### config.mk
export PLATFORM = sky130hd
export DESIGN_NAME = vsdma_ctrl_top
export DESIGN_NICKNAME = d
export VERILOG_FILES = /design/src/vsdma_pkg.sv /design/src/vsdma_burst_seq.sv /design/src/vsdma_ctrl_top.sv /design/src/vsdma_fs_cap.sv /design/src/vsdma_rd_fifo.sv /design/src/vsdma_wr_fifo.sv
export SDC_FILE = /design/constraint.sdc
export NUM_CORES = 2
export LEC_CHECK = 0
export BUFFER_PORTS_ARGS = -buffer_cell sky130_fd_sc_hd__buf_2
export CORE_ASPECT_RATIO = 1.25
export CORE_MARGIN = 8
export CORE_UTILIZATION = 45
export CTS_BUF_LIST = sky130_fd_sc_hd__clkbuf_2 sky130_fd_sc_hd__clkbuf_4 sky130_fd_sc_hd__clkbuf_8
export DETAILED_ROUTE_END_ITERATION = 16
export PLACE_DENSITY = 0.67
export SYNTH_ARGS = -nofsm -noshare
export SYNTH_HDL_FRONTEND = slang
export SYNTH_HIERARCHICAL = 1
export SYNTH_SLANG_ARGS = --single-unit
### constraint.sdc
create_clock -name ui_clk -period 25.2 [get_ports ui_clk]
set_input_delay 1.26 -clock ui_clk [delete_from_list [all_inputs] [get_ports ui_clk]]
set_output_delay 1.26 -clock ui_clk [all_outputs]
set_load 0.01 [all_outputs]
### src/vsdma_pkg.sv
// shared widths, sequencer state type and DMA command struct for the video DMA controller
package vsdma_pkg;

    // bus and pixel geometry
    localparam int AXI_DATA_W   = 128;                  // one bus word
    localparam int AXI_ADDR_W   = 28;                   // memory address
    localparam int PIX_W        = 32;                   // one pixel
    localparam int PIX_PER_BEAT = AXI_DATA_W / PIX_W;   // pixels in a bus word

    // frame buffer addressing
    localparam int DSIZE_BITS   = 22;                   // in-buffer address width
    localparam int BUFN_W       = 8;                    // buffer index and sync counter

    localparam int FLUSH_CYCLES = 16;                   // FIFO clear hold time
    localparam int BURST_LEN_W  = 16;                   // burst size field, also FIFO level

    // per-channel sequencer states
    typedef enum logic [1:0] {
        SEQ_IDLE  = 2'd0,   // wait for frame start
        SEQ_FLUSH = 2'd1,   // clear FIFO, latch buffer
        SEQ_REQ   = 2'd2,   // raise request on fill level
        SEQ_XFER  = 2'd3    // burst in flight
    } seq_state_e;

    // Command handed to the external DMA engine. The address and size are
    // held constant from the rising request until busy falls again.
    typedef struct packed {
        logic [AXI_ADDR_W-1:0]  addr;   // burst start address
        logic                   req;    // request level
        logic [BURST_LEN_W-1:0] size;   // burst length in bus words
    } dma_cmd_t;

endpackage

### src/vsdma_burst_seq.sv
// per-channel frame sequencer with FIFO flush, burst request and address stepping
`timescale 1ns/1ps

module vsdma_burst_seq #(
    parameter int                              X_SIZE    = 32,
    parameter int                              X_STRIDE  = 64,
    parameter int                              Y_SIZE    = 4,
    parameter int                              X_DIV     = 2,
    parameter int                              BUF_COUNT = 3,
    parameter logic [vsdma_pkg::AXI_ADDR_W-1:0] BASE_ADDR = '0,
    parameter bit                              IS_READ   = 1'b0
) (
    input  logic                              ui_clk,
    input  logic                              ui_rstn,
    input  logic                              fs_start_i,
    input  logic [vsdma_pkg::BUFN_W-1:0]      buf_i,
    input  logic [vsdma_pkg::BURST_LEN_W-1:0] level_i,
    input  logic                              busy_i,
    output vsdma_pkg::dma_cmd_t               cmd_o,
    output logic                              flush_o,
    output logic [vsdma_pkg::BUFN_W-1:0]      sync_cnt_o
);

    import vsdma_pkg::*;

    localparam int BURST    = (X_SIZE * PIX_W / AXI_DATA_W) / X_DIV;   // words per burst
    localparam int ADDR_INC = (X_SIZE * (PIX_W / 32)) / X_DIV;
    localparam int LAST_INC = (X_STRIDE - X_SIZE) * (PIX_W / 32) + ADDR_INC;
    localparam int BURSTS   = Y_SIZE * X_DIV;                          // bursts per frame
    localparam int THRESH   = BURST - 2;
    localparam int DIV_W    = $clog2(X_DIV) + 1;
    localparam int FCNT_W   = $clog2(FLUSH_CYCLES + 2);

    seq_state_e             state_q;
    logic [DSIZE_BITS-1:0]  addr_q;     // offset inside the buffer
    logic [BURST_LEN_W-1:0] bcnt_q;     // bursts done this frame
    logic [DIV_W-1:0]       div_q;      // part-burst within the line
    logic [FCNT_W-1:0]      fcnt_q;
    logic [BUFN_W-1:0]      bufn_q;
    logic                   req_q;
    logic                   fill_ok_q;

    // fill rule, write side waits for data and read side for room
    always_ff @(posedge ui_clk) begin
        if (!ui_rstn) begin
            fill_ok_q <= 1'b0;
        end else if (IS_READ) begin
            fill_ok_q <= !flush_o && (int'(level_i) < THRESH);
        end else begin
            fill_ok_q <= !flush_o && (int'(level_i) > THRESH);
        end
    end

    always_ff @(posedge ui_clk) begin
        if (!ui_rstn) begin
            state_q    <= SEQ_IDLE;
            addr_q     <= '0;
            bcnt_q     <= '0;
            div_q      <= '0;
            fcnt_q     <= '0;
            bufn_q     <= '0;
            req_q      <= 1'b0;
            flush_o    <= 1'b0;
            sync_cnt_o <= '0;
        end else begin
            case (state_q)
                SEQ_IDLE: begin
                    addr_q <= '0;
                    bcnt_q <= '0;
                    div_q  <= '0;
                    fcnt_q <= '0;
                    if (fs_start_i) begin
                        state_q <= SEQ_FLUSH;
                        if (sync_cnt_o < BUFN_W'(BUF_COUNT - 1)) begin
                            sync_cnt_o <= sync_cnt_o + 1'b1;
                        end else begin
                            sync_cnt_o <= '0;   // wrap over buffer ring
                        end
                    end
                end
                SEQ_FLUSH: begin
                    bufn_q <= buf_i;            // buffer chosen by user
                    fcnt_q <= fcnt_q + 1'b1;
                    if (fcnt_q < FCNT_W'(FLUSH_CYCLES)) begin
                        flush_o <= 1'b1;
                    end else if (fcnt_q == FCNT_W'(FLUSH_CYCLES)) begin
                        flush_o <= 1'b0;
                    end else begin
                        state_q <= SEQ_REQ;
                    end
                end
                SEQ_REQ: begin
                    if (!busy_i && fill_ok_q) begin
                        req_q <= 1'b1;
                    end else if (busy_i) begin
                        req_q   <= 1'b0;        // engine took the burst
                        state_q <= SEQ_XFER;
                    end
                end
                SEQ_XFER: begin
                    if (!busy_i) begin
                        if (bcnt_q == BURST_LEN_W'(BURSTS - 1)) begin
                            state_q <= SEQ_IDLE;
                        end else begin
                            bcnt_q  <= bcnt_q + 1'b1;
                            state_q <= SEQ_REQ;
                            if (div_q < DIV_W'(X_DIV - 1)) begin
                                addr_q <= addr_q + DSIZE_BITS'(ADDR_INC);
                                div_q  <= div_q + 1'b1;
                            end else begin
                                addr_q <= addr_q + DSIZE_BITS'(LAST_INC);  // jump to next line
                                div_q  <= '0;
                            end
                        end
                    end
                end
                default: state_q <= SEQ_IDLE;
            endcase
        end
    end

    // buffer index sits above the in-buffer offset
    assign cmd_o.addr = BASE_ADDR + AXI_ADDR_W'({bufn_q, addr_q});
    assign cmd_o.req  = req_q;
    assign cmd_o.size = BURST_LEN_W'(BURST);

endmodule

### src/vsdma_ctrl_top.sv
// video DMA controller top joining the write and read channels
`timescale 1ns/1ps

module vsdma_ctrl_top #(
    parameter int                              W_X_SIZE     = 32,
    parameter int                              W_X_STRIDE   = 64,
    parameter int                              W_Y_SIZE     = 4,
    parameter int                              W_X_DIV      = 2,
    parameter int                              W_BUF_COUNT  = 3,
    parameter logic [vsdma_pkg::AXI_ADDR_W-1:0] W_BASE_ADDR  = 'h0,
    parameter int                              W_FIFO_DEPTH = 16,
    parameter int                              R_X_SIZE     = 32,
    parameter int                              R_X_STRIDE   = 64,
    parameter int                              R_Y_SIZE     = 4,
    parameter int                              R_X_DIV      = 2,
    parameter int                              R_BUF_COUNT  = 3,
    parameter logic [vsdma_pkg::AXI_ADDR_W-1:0] R_BASE_ADDR  = 'h100,
    parameter int                              R_FIFO_DEPTH = 16
) (
    input  logic                             ui_clk,
    input  logic                             ui_rstn,
    // write side user port
    input  logic                             w_fs_i,
    input  logic                             w_wren_i,
    input  logic [vsdma_pkg::PIX_W-1:0]      w_data_i,
    input  logic [vsdma_pkg::BUFN_W-1:0]     w_buf_i,
    output logic [vsdma_pkg::BUFN_W-1:0]     w_sync_cnt_o,
    output logic                             w_full_o,
    // write side DMA engine
    output vsdma_pkg::dma_cmd_t              w_cmd_o,
    input  logic                             w_busy_i,
    input  logic                             w_valid_i,
    output logic [vsdma_pkg::AXI_DATA_W-1:0] w_wdata_o,
    // read side user port
    input  logic                             r_fs_i,
    input  logic                             r_rden_i,
    input  logic [vsdma_pkg::BUFN_W-1:0]     r_buf_i,
    output logic [vsdma_pkg::PIX_W-1:0]      r_data_o,
    output logic [vsdma_pkg::BUFN_W-1:0]     r_sync_cnt_o,
    output logic                             r_empty_o,
    // read side DMA engine
    output vsdma_pkg::dma_cmd_t              r_cmd_o,
    input  logic                             r_busy_i,
    input  logic                             r_valid_i,
    input  logic [vsdma_pkg::AXI_DATA_W-1:0] r_rdata_i
);

    import vsdma_pkg::*;

    logic                   w_fs_start, r_fs_start;
    logic                   w_flush, r_flush;
    logic [BURST_LEN_W-1:0] w_level, r_level;

    vsdma_fs_cap wr_fs_cap0 (.ui_clk, .ui_rstn, .fs_i(w_fs_i), .fs_start_o(w_fs_start));
    vsdma_fs_cap rd_fs_cap0 (.ui_clk, .ui_rstn, .fs_i(r_fs_i), .fs_start_o(r_fs_start));

    vsdma_burst_seq #(
        .X_SIZE(W_X_SIZE), .X_STRIDE(W_X_STRIDE), .Y_SIZE(W_Y_SIZE), .X_DIV(W_X_DIV),
        .BUF_COUNT(W_BUF_COUNT), .BASE_ADDR(W_BASE_ADDR), .IS_READ(1'b0)
    ) wr_seq0 (
        .ui_clk, .ui_rstn, .fs_start_i(w_fs_start), .buf_i(w_buf_i), .level_i(w_level),
        .busy_i(w_busy_i), .cmd_o(w_cmd_o), .flush_o(w_flush), .sync_cnt_o(w_sync_cnt_o)
    );

    vsdma_burst_seq #(
        .X_SIZE(R_X_SIZE), .X_STRIDE(R_X_STRIDE), .Y_SIZE(R_Y_SIZE), .X_DIV(R_X_DIV),
        .BUF_COUNT(R_BUF_COUNT), .BASE_ADDR(R_BASE_ADDR), .IS_READ(1'b1)
    ) rd_seq0 (
        .ui_clk, .ui_rstn, .fs_start_i(r_fs_start), .buf_i(r_buf_i), .level_i(r_level),
        .busy_i(r_busy_i), .cmd_o(r_cmd_o), .flush_o(r_flush), .sync_cnt_o(r_sync_cnt_o)
    );

    vsdma_wr_fifo #(.FIFO_DEPTH(W_FIFO_DEPTH)) wr_fifo0 (
        .ui_clk, .ui_rstn, .flush_i(w_flush), .wren_i(w_wren_i), .pix_i(w_data_i),
        .pop_i(w_valid_i), .word_o(w_wdata_o), .level_o(w_level), .full_o(w_full_o)
    );

    vsdma_rd_fifo #(.FIFO_DEPTH(R_FIFO_DEPTH)) rd_fifo0 (
        .ui_clk, .ui_rstn, .flush_i(r_flush), .push_i(r_valid_i), .word_i(r_rdata_i),
        .rden_i(r_rden_i), .pix_o(r_data_o), .level_o(r_level), .empty_o(r_empty_o)
    );

endmodule

### src/vsdma_fs_cap.sv
// frame-sync synchronizer with one-cycle frame-start pulse
`timescale 1ns/1ps

module vsdma_fs_cap (
    input  logic ui_clk,
    input  logic ui_rstn,
    input  logic fs_i,
    output logic fs_start_o
);

    logic fs_meta;  // first sync stage
    logic fs_sync;  // second sync stage
    logic fs_prev;  // delayed copy for edge detect

    always_ff @(posedge ui_clk) begin
        if (!ui_rstn) begin
            fs_meta    <= 1'b0;
            fs_sync    <= 1'b0;
            fs_prev    <= 1'b0;
            fs_start_o <= 1'b0;
        end else begin
            fs_meta    <= fs_i;
            fs_sync    <= fs_meta;
            fs_prev    <= fs_sync;
            fs_start_o <= fs_sync & ~fs_prev;   // rising edge only
        end
    end

endmodule

### src/vsdma_rd_fifo.sv
// read-side word FIFO with pixel unpacker, fill level and empty flag
`timescale 1ns/1ps

module vsdma_rd_fifo #(
    parameter int FIFO_DEPTH = 16
) (
    input  logic                              ui_clk,
    input  logic                              ui_rstn,
    input  logic                              flush_i,
    input  logic                              push_i,
    input  logic [vsdma_pkg::AXI_DATA_W-1:0]  word_i,
    input  logic                              rden_i,
    output logic [vsdma_pkg::PIX_W-1:0]       pix_o,
    output logic [vsdma_pkg::BURST_LEN_W-1:0] level_o,
    output logic                              empty_o
);

    import vsdma_pkg::*;

    localparam int AW  = $clog2(FIFO_DEPTH);
    localparam int PCW = $clog2(PIX_PER_BEAT);

    logic [AXI_DATA_W-1:0] mem [FIFO_DEPTH];
    logic [AXI_DATA_W-1:0] cur_q;       // word being unpacked
    logic [AXI_DATA_W-1:0] src_word;
    logic [PCW-1:0]        idx_q;       // next pixel in cur_q
    logic [PCW-1:0]        src_idx;
    logic                  cur_vld_q;
    logic [AW-1:0]         wr_ptr_q;
    logic [AW-1:0]         rd_ptr_q;
    logic [AW:0]           count_q;
    logic                  push;
    logic                  pop;
    logic                  rd_fire;

    assign empty_o  = flush_i || (!cur_vld_q && (count_q == '0));
    assign rd_fire  = rden_i && !empty_o;
    assign pop      = rd_fire && !cur_vld_q;   // pull a fresh word
    assign push     = push_i && (count_q != (AW+1)'(FIFO_DEPTH));
    assign level_o  = BURST_LEN_W'(count_q);
    assign src_word = cur_vld_q ? cur_q : mem[rd_ptr_q];
    assign src_idx  = cur_vld_q ? idx_q : '0;

    always_ff @(posedge ui_clk) begin
        if (push) begin
            mem[wr_ptr_q] <= word_i;
        end
        if (pop) begin
            cur_q <= mem[rd_ptr_q];
        end
        if (rd_fire) begin
            pix_o <= src_word[src_idx*PIX_W +: PIX_W];  // low pixel first
        end
    end

    always_ff @(posedge ui_clk) begin
        if (!ui_rstn || flush_i) begin
            idx_q     <= '0;
            cur_vld_q <= 1'b0;
            wr_ptr_q  <= '0;
            rd_ptr_q  <= '0;
            count_q   <= '0;
        end else begin
            if (push) begin
                wr_ptr_q <= wr_ptr_q + 1'b1;
            end
            if (pop) begin
                rd_ptr_q  <= rd_ptr_q + 1'b1;
                idx_q     <= PCW'(1);
                cur_vld_q <= 1'b1;
            end else if (rd_fire) begin
                idx_q <= idx_q + 1'b1;
                if (idx_q == PCW'(PIX_PER_BEAT - 1)) begin
                    cur_vld_q <= 1'b0;  // word used up
                end
            end
            count_q <= count_q + (AW+1)'(push) - (AW+1)'(pop);
        end
    end

endmodule

### src/vsdma_wr_fifo.sv
// write-side pixel packer and show-ahead word FIFO with fill level
`timescale 1ns/1ps

module vsdma_wr_fifo #(
    parameter int FIFO_DEPTH = 16
) (
    input  logic                              ui_clk,
    input  logic                              ui_rstn,
    input  logic                              flush_i,
    input  logic                              wren_i,
    input  logic [vsdma_pkg::PIX_W-1:0]       pix_i,
    input  logic                              pop_i,
    output logic [vsdma_pkg::AXI_DATA_W-1:0]  word_o,
    output logic [vsdma_pkg::BURST_LEN_W-1:0] level_o,
    output logic                              full_o
);

    import vsdma_pkg::*;

    localparam int AW    = $clog2(FIFO_DEPTH);
    localparam int PCW   = $clog2(PIX_PER_BEAT);
    localparam int LAST  = PIX_PER_BEAT - 1;

    logic [AXI_DATA_W-1:0] mem [FIFO_DEPTH];
    logic [AXI_DATA_W-1:0] pack_q;      // partly filled word
    logic [AXI_DATA_W-1:0] push_word;
    logic [PCW-1:0]        pcnt_q;      // next pixel slot
    logic [AW-1:0]         wr_ptr_q;
    logic [AW-1:0]         rd_ptr_q;
    logic [AW:0]           count_q;
    logic                  wr_ok;
    logic                  push;
    logic                  pop;

    assign full_o  = !flush_i && (count_q == (AW+1)'(FIFO_DEPTH));
    assign wr_ok   = wren_i && !full_o;
    assign push    = wr_ok && (pcnt_q == PCW'(LAST));
    assign pop     = pop_i && (count_q != '0);
    assign word_o  = mem[rd_ptr_q];     // oldest word always visible
    assign level_o = BURST_LEN_W'(count_q);

    // last pixel goes straight into the pushed word
    always_comb begin
        push_word = pack_q;
        push_word[LAST*PIX_W +: PIX_W] = pix_i;
    end

    always_ff @(posedge ui_clk) begin
        if (wr_ok) begin
            pack_q[pcnt_q*PIX_W +: PIX_W] <= pix_i;
        end
        if (push) begin
            mem[wr_ptr_q] <= push_word;
        end
    end

    always_ff @(posedge ui_clk) begin
        if (!ui_rstn || flush_i) begin
            pcnt_q   <= '0;
            wr_ptr_q <= '0;
            rd_ptr_q <= '0;
            count_q  <= '0;
        end else begin
            if (wr_ok) begin
                pcnt_q <= pcnt_q + 1'b1;    // wraps after a full word
            end
            if (push) begin
                wr_ptr_q <= wr_ptr_q + 1'b1;
            end
            if (pop) begin
                rd_ptr_q <= rd_ptr_q + 1'b1;
            end
            count_q <= count_q + (AW+1)'(push) - (AW+1)'(pop);
        end
    end

endmodule
==> results.toml <==
[outcome]
status = "finished, final reports clean"

[route]
drt-pass1-iter-count = 6
via_per_inst = 5.812
vias = 82290
drcViolationCount = 0
ant_nets = 0
drtIter0Drc = 8122
wl_per_cell_um = 29.39
wl_mm = 416.1

[cts]
cts_buffer_depth = 4
cts_inserted_buffers = 668
clk_root_buffer_cell = "clkbuf_8"
post_cts_resized = 0
holdBufCountCts = 0
postCtsSetupBuffers = 0
clock_sinks = 4519
h-tree-depth = 6
worstSkewPairLatency_ns = 1.23
clk_pin_slew_ns = 0.06
cts_tree = "done"

[synthesis]
synth_area_leaders = "edfxtp_1 76%, mux4_2 15%, dfxtp_1 1.9%"
yosys_warnings = 6
synth_top_area_share_pct = 75.53
async_flop_share_pct = 0
synth_edf_count = 4352
synthCells = 7657
yosysMostFrequentCell = "edfxtp_1"
postSynthAreaPerCell_um2 = 22.60
post-synth-top-area-cell = "edfxtp_1"
netlist_top_cells_count = "4,352 x edfxtp_1, 1,169 x mux4_2, 168 x mux2i_1"
synth_seq_area_share_pct = 77.46
synthesis.area_um2 = 173000
synth_seq_cells = 4519
synth_ff_type = "edfxtp_1"
synth_cell_types = 73

[global_route]
grt_pass1_vias = 85780
grt_overflow = 0
grt_max_degree = 107
grt_pass1_wl_mm = 595.3
antenna_found_initial = 98
grt_use_total_pct = 20.05

[worst_setup_path]
ff2ff_path_depth = 7
critPathMaxFanout = 48
worstSetupStartpointType = "register"
required_ns = 23.94
critPathArrivalTime_ns = 7.11
path_class = "reg -> out"
critPathCaptureType = "output pin"

[die]
pin_count = 454
initial_core_util_pct = 45.18
die_x_um = 570.6
fp.dieArea_um2 = 404700
row_count = 254
coreArea_um2 = 383000
die-height_um = 709.3

[cells_and_area]
final_core_util_pct = 50.58
drive_gt1_share_pct = 31.86
syn_to_final_growth_pct = 11.96
fin_nets = 8720
n_fill_cell = 29820

[pwr]
seq_power_share_pct = 52.0
p_int_mw = 12.73
p_sw_mw = 4.336
p_leak_nw = 59.38
ir_drop_mv = 0.06411
sw_frac_of_total_pct = 25.40
pwr_density_cell_nw_per_um2 = 88.12
clkPwrFrac_pct = 33.4
p_comb_share_pct = 14.7

[run]
drv_cap = 0

[sta]
fmax_mhz = 119.5
period_share_pct = 33.22
fin_worst_skew_ns = 0.1375
worst_hold_slack_ns = 0.3577
slew_violations = 0
max_slew_margin_pct = 16.00
finalSetupViolCount = 0
finalWorstPathRequiredPeriod_ns = 8.370
finalHoldViolations = 0
tns_ns = 0
worst_pin_slew_ns = 1.257
rsz0062_at_grt = "false"

[place]
io_buffers = 409
gp_congestion = 0.7672
dp_hpwl_mm = 225.7

[worst_hold_path]
hold_depth = 2
hold_class = "in -> reg"
-- state kept, by name, summed over array words and instances (netlist names), 5 cells and up, named ones only --
name,count
rd_seq0/fcnt_q,5
wr_seq0/addr_q,18
rd_seq0/addr_q,18
wr_seq0/bcnt_q,16
rd_seq0/bufn_q,6
wr_seq0/sync_cnt_o,8
wr_fifo0/count_q,5
rd_fifo0/count_q,5
wr_seq0/fcnt_q,5
wr_seq0/bufn_q,6
rd_fifo0/pix_o,32
wr_fifo0/mem,2048
wr_fifo0/pack_q,96
rd_seq0/sync_cnt_o,8
rd_fifo0/mem,2048
rd_fifo0/cur_q,128
rd_seq0/bcnt_q,16
-- cells in the final DEF (no fill, tap or decap), drive strengths merged, types with 10 or more instances in the layout --
cell type	synthesis	routed
or2	12	12
xor2	32	32
a31oi	10	10
and3	13	13
mux4	1169	1169
o211ai	12	12
nand3	70	70
clkbuf	150	882
nand2b	16	16
o21ai	55	55
bufinv	0	10
and2	112	112
nor2	113	113
buf	316	570
o22ai	18	18
ha	43	43
o311ai	26	26
nand2	152	152
conb	6	62
or4	20	20
a21oi	159	159
o31ai	16	16
edfxtp	4352	4352
mux2	33	33
inv	51	87
nor2b	80	80
or3	20	20
mux2i	168	168
dfxtp	167	167
nand4	22	22
and4	10	10
nor4	16	16
a211oi	79	79
clkinv	2	250
diode	0	39
nor3	23	23
xnor2	31	31
o221ai	24	24
-- metal layers --
| layer | GRT usage (%) | wire, um |
|---|---|---|
| met4 | 6.151 | 12370 |
| met3 | 3.904 | 30840 |
| met5 | 0 | 266 |
| met2 | 35.84 | 218400 |
| met1 | 24.71 | 154300 |
-- per-stage QoR --
| stage | worst slack [ns] | std cells | total power [mW] | cell area [um^2] |
|---|---|---|---|---|
| final | 16.83 | 14160 | 17.07 | 193700 |
| after global routing | 16.02 | 14130 | 17.70 | 193600 |
| after CTS | 16.35 | 14120 | 17.26 | 193600 |
| after detailed placement | 17.66 | 12940 | 11.59 | 180800 |
| after global placement | 17.67 | 12940 | 11.54 | 180800 |
| after floorplan | 13.98 | 7713 | 10.77 | 173200 |
-- critical path: stages, from the launching register on --
cell     delay [ns]
dfxtp_4        0.93
buf_4          0.70
buf_4          0.74
buf_4          0.76
buf_4          0.77
buf_4          0.70
mux4_2         0.60
mux4_2         0.46
buf_2          0.16
-- kinds of logic (layout without fill, tap and decap cells) --
| logic type | after synthesis | count (layout) | share of synthesized area (%) |
|---|---|---|---|
| compound gates | 429 | 429 | 1.603 |
| fa+ha+maj | 47 | 47 | 0.3572 |
| xor+xnor | 63 | 63 | 0.3189 |
| flops | 4519 | 4519 | 77.46 |
| buf+inv | 519 | 1805 | 1.633 |
| mux | 1370 | 1370 | 16.40 |
| other cells | 6 | 101 | 0.01302 |
| simple gates | 704 | 704 | 2.206 |
-- path summary, 6_finish.rpt --
kind / startpoint / endpoint / slack [ns]
setup / recovery: register / w_wdata_o[41] / 16.83
hold / removal: w_fs_i / wr_fs_cap0/fs_meta / 0.36
setup reg to reg: register / rd_fifo0/cur_q[99] / 19.10
hold reg to reg: rd_fs_cap0/fs_meta / rd_fs_cap0/fs_sync / 0.46
-- power groups by stage --
stage	registers [mW]	logic [mW]	clock network, mW
6_report	8.87	2.51	5.69
5_1_grt	8.90	2.68	6.13
4_1_cts	8.87	2.57	5.82
3_5_place_dp	9.03	2.56	0
3_3_place_gp	9.01	2.53	0
2_1_floorplan	8.93	1.84	0
-- final cells by class --
cell class | instances | area [um^2] | area share [%]
Clock inverter | 300 | 1957 | 1.010
Timing Repair Buffer | 570 | 3506 | 1.810
Sequential cell | 4519 | 134100 | 69.21
Multi-Input combinational cell | 2675 | 36630 | 18.91
Antenna cell | 39 | 97.59 | 0.05038
Tap cell | 5120 | 6406 | 3.307
Inverter | 53 | 209.0 | 0.1079
Clock buffer | 882 | 10830 | 5.592
No activity file was read; power rests on OpenSTA's default activity.
